### src/afpm_params.svh
/* Field widths and constants for the approximate FP16 log multiplier.
   Values are fixed by the FP16 format; only the antilog offset is tunable */
`ifndef AFPM_PARAMS_SVH
`define AFPM_PARAMS_SVH

// FP16 word layout
`define AFPM_HALF_W 16
`define AFPM_EXP_W 5
`define AFPM_MANT_W 10

// Log mantissa keeps one carry bit above the fraction
`define AFPM_LOG_W 11

`define AFPM_EXP_BIAS 15 // Standard FP16 bias

// Added in the upper antilog segment, 0b1101 << 6
`define AFPM_ANTILOG_OFFSET 832

`endif

### src/afpm_pkg.sv
/* Shared types for the log multiplier. Widths come from the params header */
package afpm_pkg;

	`include "afpm_params.svh"

	// Packed FP16 word, sign at the top
	typedef logic [`AFPM_HALF_W-1:0] half_t;

	typedef logic [`AFPM_EXP_W-1:0] exp_t; // Biased exponent

	// Linear mantissa, also used for a log fraction
	typedef logic [`AFPM_MANT_W-1:0] mant_t;

	typedef logic [`AFPM_LOG_W-1:0] logm_t; // Log value with carry bit

	typedef logic [7:0] byte_t; // One pad bus byte

	// I/O controller states
	typedef enum logic [1:0] {
		IDLE,        // Wait for a nonzero start byte
		COLLECT,     // Low then high operand bytes
		WAIT_RESULT, // Core busy
		SEND         // High result byte
	} io_state_t;

endpackage

### src/fp_operands_if.sv
/* Unpacked operand fields from the I/O controller to the core.
   Fields are only meaningful in the cycle where valid is high */
`timescale 1ns/1ps

interface fp_operands_if
	import afpm_pkg::*;
();

	logic  valid; // Single-cycle pulse

	// Operand A
	logic  sa;
	exp_t  ea;
	mant_t ma;

	// Operand B
	logic  sb;
	exp_t  eb;
	mant_t mb;

	modport ctrl (
		output valid, sa, ea, ma, sb, eb, mb
	);

	modport core (
		input valid, sa, ea, ma, sb, eb, mb
	);

endinterface

### src/log_mant_approx.sv
/* Piecewise log2 of a 10-bit mantissa, four shift-and-add segments.
   The result is truncated to 10 bits, so bit 10 of lm is always zero */
`timescale 1ns/1ps
`include "afpm_params.svh"

module log_mant_approx
	import afpm_pkg::*;
(
	input  mant_t m,
	output logm_t lm
);

	mant_t seg_sum; // Truncated segment value

	// Top two mantissa bits pick the slope of the segment
	always_comb begin
		unique case (m[`AFPM_MANT_W-1 -: 2])
			2'b11: begin
				seg_sum = m + (m >> 5); // Flattest part of the curve
			end
			2'b10: begin
				seg_sum = m + (m >> 3);
			end
			2'b01: begin
				seg_sum = m + (m >> 2);
			end
			default: begin
				seg_sum = m + (m >> 2) + (m >> 4); // Steepest, near 1.0
			end
		endcase
	end

	// Zero extend, the carry bit only fills in the core adder
	assign lm = {1'b0, seg_sum};

endmodule

### src/antilog_mant_approx.sv
/* Two-segment antilog of a 10-bit log fraction back to a linear mantissa.
   Output wraps at 10 bits, no rounding */
`timescale 1ns/1ps
`include "afpm_params.svh"

module antilog_mant_approx
	import afpm_pkg::*;
(
	input  mant_t f,
	output mant_t m
);

	mant_t upper_seg; // f >= 0.5
	mant_t lower_seg; // f < 0.5

	// Upper half of the fraction range, slope about 1.2 plus offset
	always_comb begin
		upper_seg = f + (f >> 3) + (f >> 5) + (f >> 6)
			+ mant_t'(`AFPM_ANTILOG_OFFSET);
	end

	// Lower half, slope about 0.8
	always_comb begin
		lower_seg = (f >> 1) + (f >> 2) + (f >> 4);
	end

	// Bit 9 of the fraction splits the two segments
	always_comb begin
		if (f[`AFPM_MANT_W-1]) begin
			m = upper_seg;
		end else begin
			m = lower_seg;
		end
	end

endmodule

### src/log_mult_core.sv
/* Four-stage log multiply pipeline, fixed latency of 4 cycles, no stall.
   No special-value handling; the exponent wraps modulo 32 */
`timescale 1ns/1ps
`include "afpm_params.svh"

module log_mult_core
	import afpm_pkg::*;
(
	input  logic              clk,
	input  logic              rst_n,
	fp_operands_if.core       ops,
	output logic              res_valid,
	output half_t             result
);

	// Combinational approximation outputs
	logm_t lma;
	logm_t lmb;
	mant_t antilog_m;

	// Stage valid bits, res_valid is the fourth
	logic  v1;
	logic  v2;
	logic  v3;

	// Stage 1
	logic  s1_sign;
	exp_t  s1_ea;
	exp_t  s1_eb;
	logm_t s1_lma;
	logm_t s1_lmb;

	// Stage 2
	logic  s2_sign;
	exp_t  s2_exp;  // ea + eb - bias, before the carry
	logm_t s2_sum;

	// Stage 3
	logic  s3_sign;
	exp_t  s3_exp;
	mant_t s3_mant;

	log_mant_approx u_log_a (
		.m  (ops.ma),
		.lm (lma)
	);

	log_mant_approx u_log_b (
		.m  (ops.mb),
		.lm (lmb)
	);

	// Fraction part of the log sum
	antilog_mant_approx u_antilog (
		.f (s2_sum[`AFPM_MANT_W-1:0]),
		.m (antilog_m)
	);

	always_ff @(posedge clk) begin
		if (!rst_n) begin
			v1        <= 1'b0;
			v2        <= 1'b0;
			v3        <= 1'b0;
			res_valid <= 1'b0;
		end else begin
			v1        <= ops.valid;
			v2        <= v1;
			v3        <= v2;
			res_valid <= v3;
		end
	end

	// Datapath advances every cycle, the valid bits mark live entries
	always_ff @(posedge clk) begin
		s1_sign <= ops.sa ^ ops.sb;
		s1_ea   <= ops.ea;
		s1_eb   <= ops.eb;
		s1_lma  <= lma;
		s1_lmb  <= lmb;

		s2_sign <= s1_sign;
		s2_exp  <= s1_ea + s1_eb - exp_t'(`AFPM_EXP_BIAS);
		s2_sum  <= s1_lma + s1_lmb; // Bit 10 is the carry

		s3_sign <= s2_sign;
		s3_exp  <= s2_exp + exp_t'(s2_sum[`AFPM_LOG_W-1]); // Log carry bumps exponent
		s3_mant <= antilog_m;

		result  <= {s3_sign, s3_exp, s3_mant};
	end

	// Fixed latency, the controller relies on it
	a_latency: assert property (@(posedge clk) disable iff (!rst_n)
		res_valid == $past(ops.valid, 4));

endmodule

### src/afpm_io_ctrl.sv
/* Byte framing for the multiplier: start on nonzero ui_in, low bytes first.
   One operation at a time; bus inputs are ignored while busy */
`timescale 1ns/1ps
`include "afpm_params.svh"

module afpm_io_ctrl
	import afpm_pkg::*;
(
	input  logic         clk,
	input  logic         rst_n,
	input  byte_t        ui_in,
	input  byte_t        uio_in,
	input  logic         res_valid,
	input  half_t        result,
	output byte_t        uo_out,
	fp_operands_if.ctrl  ops
);

	io_state_t state;
	logic      byte_idx; // 0 for low byte, 1 for high byte

	byte_t     a_lo;
	byte_t     b_lo;
	byte_t     res_hi;   // Held for the second output cycle

	half_t     a_word;
	half_t     b_word;

	logic      take_lo;
	logic      take_hi;
	logic      take_res;

	// Full operand words once the high byte is on the bus
	assign a_word = {ui_in, a_lo};
	assign b_word = {uio_in, b_lo};

	assign take_lo  = (state == COLLECT) && !byte_idx;
	assign take_hi  = (state == COLLECT) && byte_idx;
	assign take_res = (state == WAIT_RESULT) && res_valid;

	always_ff @(posedge clk) begin
		if (!rst_n) begin
			state     <= IDLE;
			byte_idx  <= 1'b0;
			ops.valid <= 1'b0;
			uo_out    <= '0;
		end else begin
			ops.valid <= 1'b0; // Pulse by default
			case (state)
				IDLE: begin
					byte_idx <= 1'b0;
					if (ui_in != '0) begin
						state <= COLLECT; // Any nonzero byte is a start
					end
				end
				COLLECT: begin
					byte_idx <= ~byte_idx;
					if (byte_idx) begin
						ops.valid <= 1'b1;
						state     <= WAIT_RESULT;
					end
				end
				WAIT_RESULT: begin
					if (res_valid) begin
						uo_out <= result[7:0];
						state  <= SEND;
					end
				end
				SEND: begin
					uo_out <= res_hi; // Stays on the bus afterwards
					state  <= IDLE;
				end
				default: begin
					state <= IDLE;
				end
			endcase
		end
	end

	// Operand and result bytes
	always_ff @(posedge clk) begin
		if (take_lo) begin
			a_lo <= ui_in;
			b_lo <= uio_in;
		end
		if (take_hi) begin
			ops.sa <= a_word[`AFPM_HALF_W-1];
			ops.ea <= a_word[`AFPM_HALF_W-2 -: `AFPM_EXP_W];
			ops.ma <= a_word[`AFPM_MANT_W-1:0];
			ops.sb <= b_word[`AFPM_HALF_W-1];
			ops.eb <= b_word[`AFPM_HALF_W-2 -: `AFPM_EXP_W];
			ops.mb <= b_word[`AFPM_MANT_W-1:0];
		end
		if (take_res) begin
			res_hi <= result[15:8];
		end
	end

	// One operation in flight at a time
	a_valid_pulse: assert property (@(posedge clk) disable iff (!rst_n)
		ops.valid |=> !ops.valid);

	// Core result must line up with the wait state
	a_res_in_wait: assert property (@(posedge clk) disable iff (!rst_n)
		res_valid |-> state == WAIT_RESULT);

endmodule

### src/log_afpm_top.sv
/* Top level of the byte-serial approximate FP16 multiplier.
   Product appears on uo_out 7 and 8 cycles after the start byte */
`timescale 1ns/1ps

module log_afpm_top
	import afpm_pkg::*;
(
	input  logic  clk,
	input  logic  rst_n,
	input  byte_t ui_in,  // Operand A bytes, start byte first
	input  byte_t uio_in, // Operand B bytes
	output byte_t uo_out  // Product, low byte first
);

	logic  res_valid;
	half_t result;

	// Unpacked operands, controller to core
	fp_operands_if ops_if ();

	afpm_io_ctrl u_io_ctrl (
		.clk       (clk),
		.rst_n     (rst_n),
		.ui_in     (ui_in),
		.uio_in    (uio_in),
		.res_valid (res_valid),
		.result    (result),
		.uo_out    (uo_out),
		.ops       (ops_if.ctrl)
	);

	log_mult_core u_core (
		.clk       (clk),
		.rst_n     (rst_n),
		.ops       (ops_if.core),
		.res_valid (res_valid),
		.result    (result)
	);

endmodule

### config.mk
export PLATFORM = sky130hd
export DESIGN_NAME = log_afpm_top
export DESIGN_NICKNAME = d
export VERILOG_FILES = /design/src/afpm_pkg.sv /design/src/fp_operands_if.sv /design/src/log_mant_approx.sv /design/src/antilog_mant_approx.sv /design/src/log_mult_core.sv /design/src/afpm_io_ctrl.sv /design/src/log_afpm_top.sv
export VERILOG_INCLUDE_DIRS = /design/src /design/src/src
export SDC_FILE = /design/constraint.sdc
export NUM_CORES = 1
export LEC_CHECK = 0
export BUFFER_PORTS_ARGS = -buffer_cell sky130_fd_sc_hd__buf_2
export CAP_MARGIN = 40
export CELL_PAD_IN_SITES_DETAIL_PLACEMENT = 0
export CELL_PAD_IN_SITES_GLOBAL_PLACEMENT = 1
export CORE_MARGIN = 3
export CORE_UTILIZATION = 30
export CTS_CLUSTER_SIZE = 20
export DETAILED_ROUTE_END_ITERATION = 8
export PLACE_DENSITY_LB_ADDON = 0.12
export SLEW_MARGIN = 15
export SYNTH_ARGS = -nofsm -noshare
export SYNTH_HDL_FRONTEND = slang
export SYNTH_SLANG_ARGS = --single-unit
### constraint.sdc
create_clock -name clk -period 5.5 [get_ports clk]
set_input_delay 1.1 -clock clk [delete_from_list [all_inputs] [get_ports clk]]
set_output_delay 1.1 -clock clk [all_outputs]
set_load 0.05 [all_outputs]
Yosys cells after proc, flatten, opt, wreduce, memory -nomap -nowiden
Index checks and enable logic that the tools add are counted.

cells by class
  add/sub/neg operators = 18
  equality and inequality tests = 12
  muxes and demuxes = 11
  bitwise operators = 2
  reductions and logical operators = 11

operators with widths
  operator                                                count
  case mux 10 bit (3 select lines)                        2
  adder 10 x 5 -> 10 bit                                  3
  adder 10 x 6 -> 10 bit                                  3
  adder 10 x 7 -> 10 bit                                  3
  adder 10 x 8 -> 10 bit                                  2
  case mux 8 bit (2 select lines)                         1
  == test 2 bit (second input constant)                   6
  adder 10 x 10 -> 11 bit                                 1
  adder 10 bit (second input constant)                    1
  adder 10 x 4 -> 10 bit                                  1
  adder 9 x 8 -> 10 bit                                   1
  two-way mux 10 bit                                      1
  two-way mux 8 bit                                       1
  case mux 2 bit (4 select lines)                         1
  nonzero test 8 bit                                      1
  == test 2 x 1 -> 1 bit (second input constant)          3
  two-way mux 2 bit                                       3
  inequality test 2 x 1 -> 1 bit (second input constant)  3
  adder 5 x 1 -> 5 bit                                    1
  adder 5 bit                                             1
  subtractor 5 x 4 -> 5 bit (second input constant)       1
  AND reduction 2 bit                                     2
  nonzero test 2 bit                                      2
  logical AND 1 bit                                       3
  7 further kinds                                         7

word-level totals
  flip-flop bits (word level) = 152
  input bits = 18
  output and inout port bits = 8
  word-level logic and storage cells = 83

Depth between registers and ports, before layout
Gate-level depths: netlist of the first run.

  word-level depth = 5
  gate-level depth with buffers = 12
  mapped depth without buffers = 12

Hierarchy
From an unflattened synthesis of the first run, not the netlist that was laid out.

second synthesis, totals
  cells, all modules = 722
  area, all modules = 8252.9 sq um

by module, submodules not included
  module               times used  cells an instance  area an instance (sq um)  sequential area each (sq um)
  log_mult_core        1           182                2454.9                    1721.7
  afpm_io_ctrl         1           120                2348.5                    1921.8
  log_mant_approx      2           141                1099.8                    0.0
  antilog_mant_approx  1           138                1249.9                    0.0

Least setup slack after synthesis of the first run
Ideal clock, no wire load.

  path kind = flip-flop to flip-flop
  start point = reg u_core.s2_sum[6]
  end point = reg u_core.s3_mant[9]
  arrival time = 3.019 ns
  required time = 5.369 ns
  slack = 2.350 ns
  cell stages (with the launch flop) = 13
  path buffers = 0
  period minus slack after synthesis = 3.150 ns
  cell sequence = dfxtp_1 > inv_1 > fa_1 > fa_1 > inv_1 > ha_1 > fa_1 > a21o_1 > a21oi_1 > o21ai_0 > a31oi_1 > xnor2_1 > a21oi_1

on the way
  longest elaborated chain between the ends = 5
  elaborated cells between the ends (all ways) = 7
  classes of those cells = add/sub (6); mux (1)

ends and longest elaborated chain
  element                  RTL line                   source
  start, declared          log_mult_core.sv:36        logm_t s2_sum;
  start signal, assigned   log_mult_core.sv:83        s2_sum <= s1_lma + s1_lmb;
  adder 10 x 7 -> 10 bit   antilog_mant_approx.sv:18  upper_seg = f + (f >> 3) + (f >> 5) + (f >> 6)
  adder 10 x 5 -> 10 bit   antilog_mant_approx.sv:18
  adder 10 x 4 -> 10 bit   antilog_mant_approx.sv:18
  adder 10 bit             antilog_mant_approx.sv:18
  two-way mux 10 bit (*)   antilog_mant_approx.sv:29  if (f[`AFPM_MANT_W-1]) begin
  net u_core.antilog_m[9]  log_mult_core.sv:19        mant_t antilog_m;
  end signal, assigned     log_mult_core.sv:87        s3_mant <= antilog_m;
  end, declared            log_mult_core.sv:41        mant_t s3_mant;

Mark *: on every way through the listed nets, which the timed path passes. The rest lies on a longest branch.
A chain may end at the register's enable or synchronous reset.

Worst setup path in the final report of the first run
  start point = reg u_io_ctrl.ops.mb[9]
  end point = reg u_core.s1_lmb[8]

on the way
  longest elaborated chain between the ends = 3
  elaborated cells between the ends (all ways) = 8
  classes of those cells = add/sub (4); eq/ne (3); mux (1)

ends and longest elaborated chain
  element                               RTL line                                      source
  start, declared                       fp_operands_if.sv:22                          output valid, sa, ea, ma, sb, eb, mb
  start signal, assigned                afpm_io_ctrl.sv:92                            ops.mb <= b_word[`AFPM_MANT_W-1:0];
  adder 10 x 8 -> 10 bit                log_mant_approx.sv:25, log_mant_approx.sv:28
  adder 10 x 6 -> 10 bit                log_mant_approx.sv:28                         seg_sum = m + (m >> 2) + (m >> 4);
  case mux 10 bit (3 select lines) (*)  log_mant_approx.sv:17                         unique case (m[`AFPM_MANT_W-1 -: 2])
  net u_core.lmb[8]                     log_mult_core.sv:18                           logm_t lmb;
  end signal, assigned                  log_mult_core.sv:79                           s1_lmb <= lmb;
  end, declared                         log_mult_core.sv:31                           logm_t s1_lmb;

Marks and branches as above.

==> reports/qor.yml, run 1 <==
status: "finished clean"
rsz0062_at_grt: "no"
critPathLaunchType: "flip-flop"
grt_pass1_vias: 5546
wl_per_cell_um: 15.6
ff2ff_path_depth: 10
synthArstFlopShare_pct: 0
drt-total-wl_um: 17500
min_delay_path_depth: 0
multi_input_area_mm2: 0.00429
arrival_ns: 3.75
viasPerCell: 4.81
post_cts_buffers: 0
io_buffer_count: 25
hpwl_um: 13600
globalRouteTotalUtil_pct: 12.7
crit_chain: "nor2b_1 -> mux2_2 -> ha_1 -> fa_1 -> a211o_1 -> o211ai_1 -> a21oi_1 -> o211ai_1 -> o31a_1 -> o211ai_1"
slew_viol_final: 0
cp_common_cell: "o211ai_1"
crit_fanout: 27
diodes: 0
antenna_found_initial: 0
syn_inst: 737
grt_max_degree: 33
row_count: 59
htreeDepth: 4
required_ns: 5.77
tns_ns: 0
cts_resized: 0
final.fill_count: 2643
synth_area_leaders: "dfxtp_1 (24%), edfxtp_1 (21%), ha_1 (14%)"
ant_nets: 0
postSynthAreaPerCell_um2: 11.0
critPathCaptureType: "flip-flop"
nets: 903
drive_gt1_share_pct: 9.06
cts_tree: "yes"
maxCapViolCount: 0
postLayoutCellArea_mm2: 0.00922
synth-edff-count: 56
max_freq_ghz: 0.287
area_delta_synth_final_pct: 13.5
ioPinCount: 26
netlist_area_mm2: 0.00813
holdBufCountCts: 0
dpl_cell_area_mm2: 0.00864
clock_path_buffers: 2
power.density_mw_per_mm2: 674
drcViolationCount: 0
synth.most_common_cell: "dfxtp_1"
dr_total_vias: 5380
synthTopCellsByCount: "dfxtp_1 (96), ha_1 (90), edfxtp_1 (56)"
synth_top_area_share_pct: 23.7
drtPass1Iterations: 4
period_share_pct: 63.3
cts_root_buf: "clkbuf_16"
relSlewSlack_pct: 44.0
regArea_mm2: 0.00360
yosysWarnings: 0
worst_pin_slew_ns: 0.840
start_util_pct: 30.8
fin_crit_ns: 3.48
overflow: 0
grt_pass1_wl_um: 29200
cts_made_buffers: 17
critPathMaxStageDelay_ns: 0.89
finalSetupViolCount: 0
critPathKind: "flip-flop to flip-flop"
synthFlopType: "dfxtp_1"
synth.distinct_cells: 58
die_h_um: 171
place.gp.congestion: 0.780
worstSkewPairLatency_ns: 0.42
peakVddDrop_mv: 0.361
fp.dieW_um: 171
dieArea_mm2: 0.0291
drt_iter0_drc: 307
yosys.area.top_type: "dfxtp_1"
leakagePower_nw: 3.88
hp-class: "flip-flop to flip-flop"
cts_sinks: 152
finalHoldViolCount: 0
clock_skew_ns: 0.0114
ys_seq_area_share_pct: 44.3
path_clk_slew_ns: 0.07
slowest_stage: "edfxtp_1"
core-area_mm2: 0.0264
synth_seq_cells: 152
-- flip-flops by register name, summed over array words and instances (netlist names), 8 cells and up --
name and cells:
u_io_ctrl.uo_out 8, u_io_ctrl.a_lo 8, u_core.s1_lmb 10, u_core.s2_sum 11
u_io_ctrl.ops.ma 10, u_core.result 16, u_core.s3_mant 10, u_io_ctrl.res_hi 8
u_core.s1_lma 10, u_io_ctrl.ops.mb 10, u_io_ctrl.b_lo 8
-- placed cells by master (no fill, tap or decap), drive strengths merged, types with 10 or more instances in the layout --
cell / count
dfxtp: 96
ha: 90
edfxtp: 56
inv: 55
nor2: 47
o21ai: 45
a21oi: 34
nand2: 33
xnor2: 32
buf: 27
fa: 24
a211oi: 21
clkbuf: 19
mux2i: 18
nor2b: 17
a21o: 15
xor2: 15
o21a: 11
nor3: 11
o211ai: 10
-- power breakdown --
part | total, mW | leakage, nW | switching, mW | internal [mW]
clock | 1.15 | 0.282 | 0.486 | 0.663
combinational | 3.33 | 2.29 | 1.87 | 1.46
sequential | 1.73 | 1.31 | 0.202 | 1.53
total | 6.21 | 3.88 | 2.56 | 3.65
-- final timing paths --
check / startpoint / endpoint / slack, ns
worst min-delay path: u_core.s3_mant[6] / u_core.result[6] / 0.33
worst min register to register: u_core.s3_mant[6] / u_core.result[6] / 0.33
worst max-delay path: u_io_ctrl.ops.mb[9] / u_core.s1_lmb[8] / 2.02
worst max register to register: u_io_ctrl.ops.mb[9] / u_core.s1_lmb[8] / 2.02
-- kinds of logic after synthesis --
family                     synth area share [%]
buffers and inverters                      2.86
AOI/OAI and AO/OA                          15.5
xor gates and xnor gates                   5.07
adders and majority gates                  19.8
DFF                                        44.3
other                                    0.0462
muxes                                      3.46
and+or+nand+nor                            8.95
-- routing by layer --
layer  up-vias  track usage, %  wire, um
met5         -               0         0
met3        14            3.05       470
met1      2564            17.2      8560
met4         0            2.86       195
li1       2734               -         -
met2        68            20.7      8240
-- worst max-delay path, delay by kind of cell, from the launching register on --
| kind | cells | cell delay (ns) |
|---|---|---|
| fa+ha+maj | 2 | 0.65 |
| flops | 1 | 0.89 |
| mux | 1 | 0.38 |
| simple gates | 1 | 0.39 |
| compound gates | 6 | 1.03 |
-- stage by stage --
stage	utilization [%]	worst slack [ns]	std cells	hold WS [ns]	total power, mW
floorplan	-	2.35	738	0.310	4.22
global placement	32.8	2.10	1087	0.315	5.11
detailed placement	32.8	2.02	1087	0.313	5.13
CTS	35.0	2.01	1119	0.328	6.33
global route	35.0	1.67	1119	0.332	6.86
finish	35.0	2.02	1119	0.325	6.21
-- area by class of cell --
type | count | share of cell area (%)
Timing Repair Buffer | 27 | 1.52
Inverter | 48 | 1.95
Tap cell | 335 | 4.54
Clock buffer | 19 | 4.92
Clock inverter | 13 | 1.44
Multi-Input combinational cell | 525 | 46.5
Sequential cell | 152 | 39.1
(Power assumes the default switching activity.)
==> run 2: changes to the inputs <==
clock period = 2.9 ns   (was 5.5 ns; I/O delays follow)
==> run 2 against run 1 <==
First-iteration DRC count shrank 24%. Combinational power grew 110%. Die area unchanged. Fmax rose by 21%. Via count up 2.8%. Sequential share of layout area down 2.2 points. Non-clock buffer count up 60. Final area rose by 6.4%. Sequential cell count unchanged. Register-to-register slack worse by 2.0 ns. Routed wire length grew 1.3%. Critical path type unchanged. Largest cell class unchanged. Largest power group unchanged.
==> reports/qor.yml, run 2 (synthesis gave the netlist of run 1 again) <==
peakVddDrop_mv: 0.643
grt_max_degree: 33
dpl_cell_area_mm2: 0.00903
diodes: 0
final.fill_count: 2594
critPathMaxStageDelay_ns: 0.51
slew_viol_final: 0
wl_per_cell_um: 15.0
relSlewSlack_pct: 61.6
ioPinCount: 26
path_delay_family: "adder cells"
postLayoutCellArea_mm2: 0.00981
crit_chain: "inv_1 -> fa_1 -> fa_1 -> inv_1 -> ha_1 -> nor2b_1 -> o31a_1 -> or3_1 -> a21oi_1 -> a21oi_1"
viasPerCell: 4.69
worstSkewPairLatency_ns: 0.42
regMostFlops: "u_core.result"
worst-path-buf-inv: 2
nets: 963
arrival_ns: 3.15
p_total_mw: 12.3
die_h_um: 171
cts_tree: "yes"
worst_pin_slew_ns: 0.576
core-area_mm2: 0.0264
slowest_stage: "fa_1"
place.gp.congestion: 0.827
r2r_slack_ns: 0.03
period_share_pct: 99.0
hp-class: "flip-flop to flip-flop"
critPathLaunchType: "flip-flop"
clock_path_buffers: 2
row_count: 59
maxCapViolCount: 0
grt_pass1_wl_um: 29200
clock_skew_ns: 0.0192
hpwl_um: 13800
final_common_cell: "dfxtp_1"
leakagePower_nw: 4.18
grt_pass1_vias: 5709
cts_made_buffers: 17
dr_total_vias: 5532
power.density_mw_per_mm2: 1260
drt-total-wl_um: 17700
rsz0062_at_grt: "yes"
fp.dieW_um: 171
overflow: 0
ant_nets: 0
fin_crit_ns: 2.87
tns_ns: 0
start_util_pct: 30.8
cts_root_buf: "clkbuf_16"
drtPass1Iterations: 6
final_util_pct: 37.2
holdBufCountCts: 0
status: "finished clean"
antenna_found_initial: 0
regArea_mm2: 0.00361
dieArea_mm2: 0.0291
drcViolationCount: 0
htreeDepth: 4
critPathCaptureType: "flip-flop"
required_ns: 3.18
multi_input_area_mm2: 0.00443
cts_sinks: 152
path_clk_slew_ns: 0.06
area_delta_synth_final_pct: 20.7
max_freq_ghz: 0.348
final_cell_mix: "dfxtp_1 (90), ha_1 (82), buf_4 (62)"
critPathKind: "flip-flop to flip-flop"
crit_fanout: 3
drive_gt1_share_pct: 19.9
drt_iter0_drc: 234
finalSetupViolCount: 0
io_buffer_count: 25
largest_registers: "u_core.result x16, u_core.s2_sum x11"
largest_reg_flops: 16
globalRouteTotalUtil_pct: 12.7
finalHoldViolCount: 0
-- run 2: cell types whose count changed in the layout (fill, tap and decap cells not counted), sizes merged --
| cell | previous run | this run |
|---|---|---|
| inv | 55 | 59 |
| bufinv | 1 | 0 |
| clkinvlp | 3 | 0 |
| buf | 27 | 87 |
| clkbuf | 19 | 17 |
| clkinv | 2 | 4 |
-- run 2: report_power, final --
part           leakage [nW]  switching, mW  internal, mW
logic                  2.58           3.80          3.24
registers              1.32          0.234          2.91
clock network         0.286          0.990          1.15
-- run 2: metrics by stage --
step	std cells	worst slack, ns	hold slack [ns]
6_report	1179	0.0287	0.326
3_5_place_dp	1137	-0.0756	0.312
5_1_grt	1179	-0.103	0.332
4_1_cts	1169	0.00219	0.329
2_1_floorplan	738	0.0186	0.310
3_3_place_gp	1137	-0.00646	0.315
-- run 2: area by class of cell --
| class | instances | share of cell area, % |
|---|---|---|
| multi-input cells | 525 | 45.1 |
| flip-flops and latches | 152 | 36.8 |
| repair buffers | 87 | 6.02 |
| clock buffers | 17 | 4.34 |
| well taps | 335 | 4.27 |
| inverters | 48 | 1.84 |
| clock inverters | 15 | 1.57 |
-- run 2: metal layers --
layer	part of all wire (%)	vias up	wire length, um	global-route usage, %
met3	1.8	15	314	2.24
met5	0	-	0	0
li1	-	2860	-	-
met2	48	53	8480	21.1
met4	1.1	0	197	3.46
met1	49	2604	8700	17.1
-- run 2: final timing paths --
path	depth (start not counted)	start	to
max	10	u_core.s2_sum[3]	u_core.s3_mant[6]
max reg2reg	10	u_core.s2_sum[3]	u_core.s3_mant[6]
min reg2reg	0	u_core.s3_mant[7]	u_core.result[7]
min	0	u_core.s3_mant[7]	u_core.result[7]
-- run 2: worst register-to-register path: stages (launching register included) --
cell     delay [ns]
dfxtp_2        0.34
inv_1          0.06
fa_1           0.51
fa_1           0.51
inv_1          0.04
ha_1           0.32
nor2b_1        0.16
o31a_1         0.28
or3_1          0.31
a21oi_1        0.15
a21oi_1        0.06
-- run 2: repair_timing --
item	CTS	global route
gates resized for setup	10	24
endpoints found under the setup margin	8	17
setup buffers	0	10
pin swaps	7	14
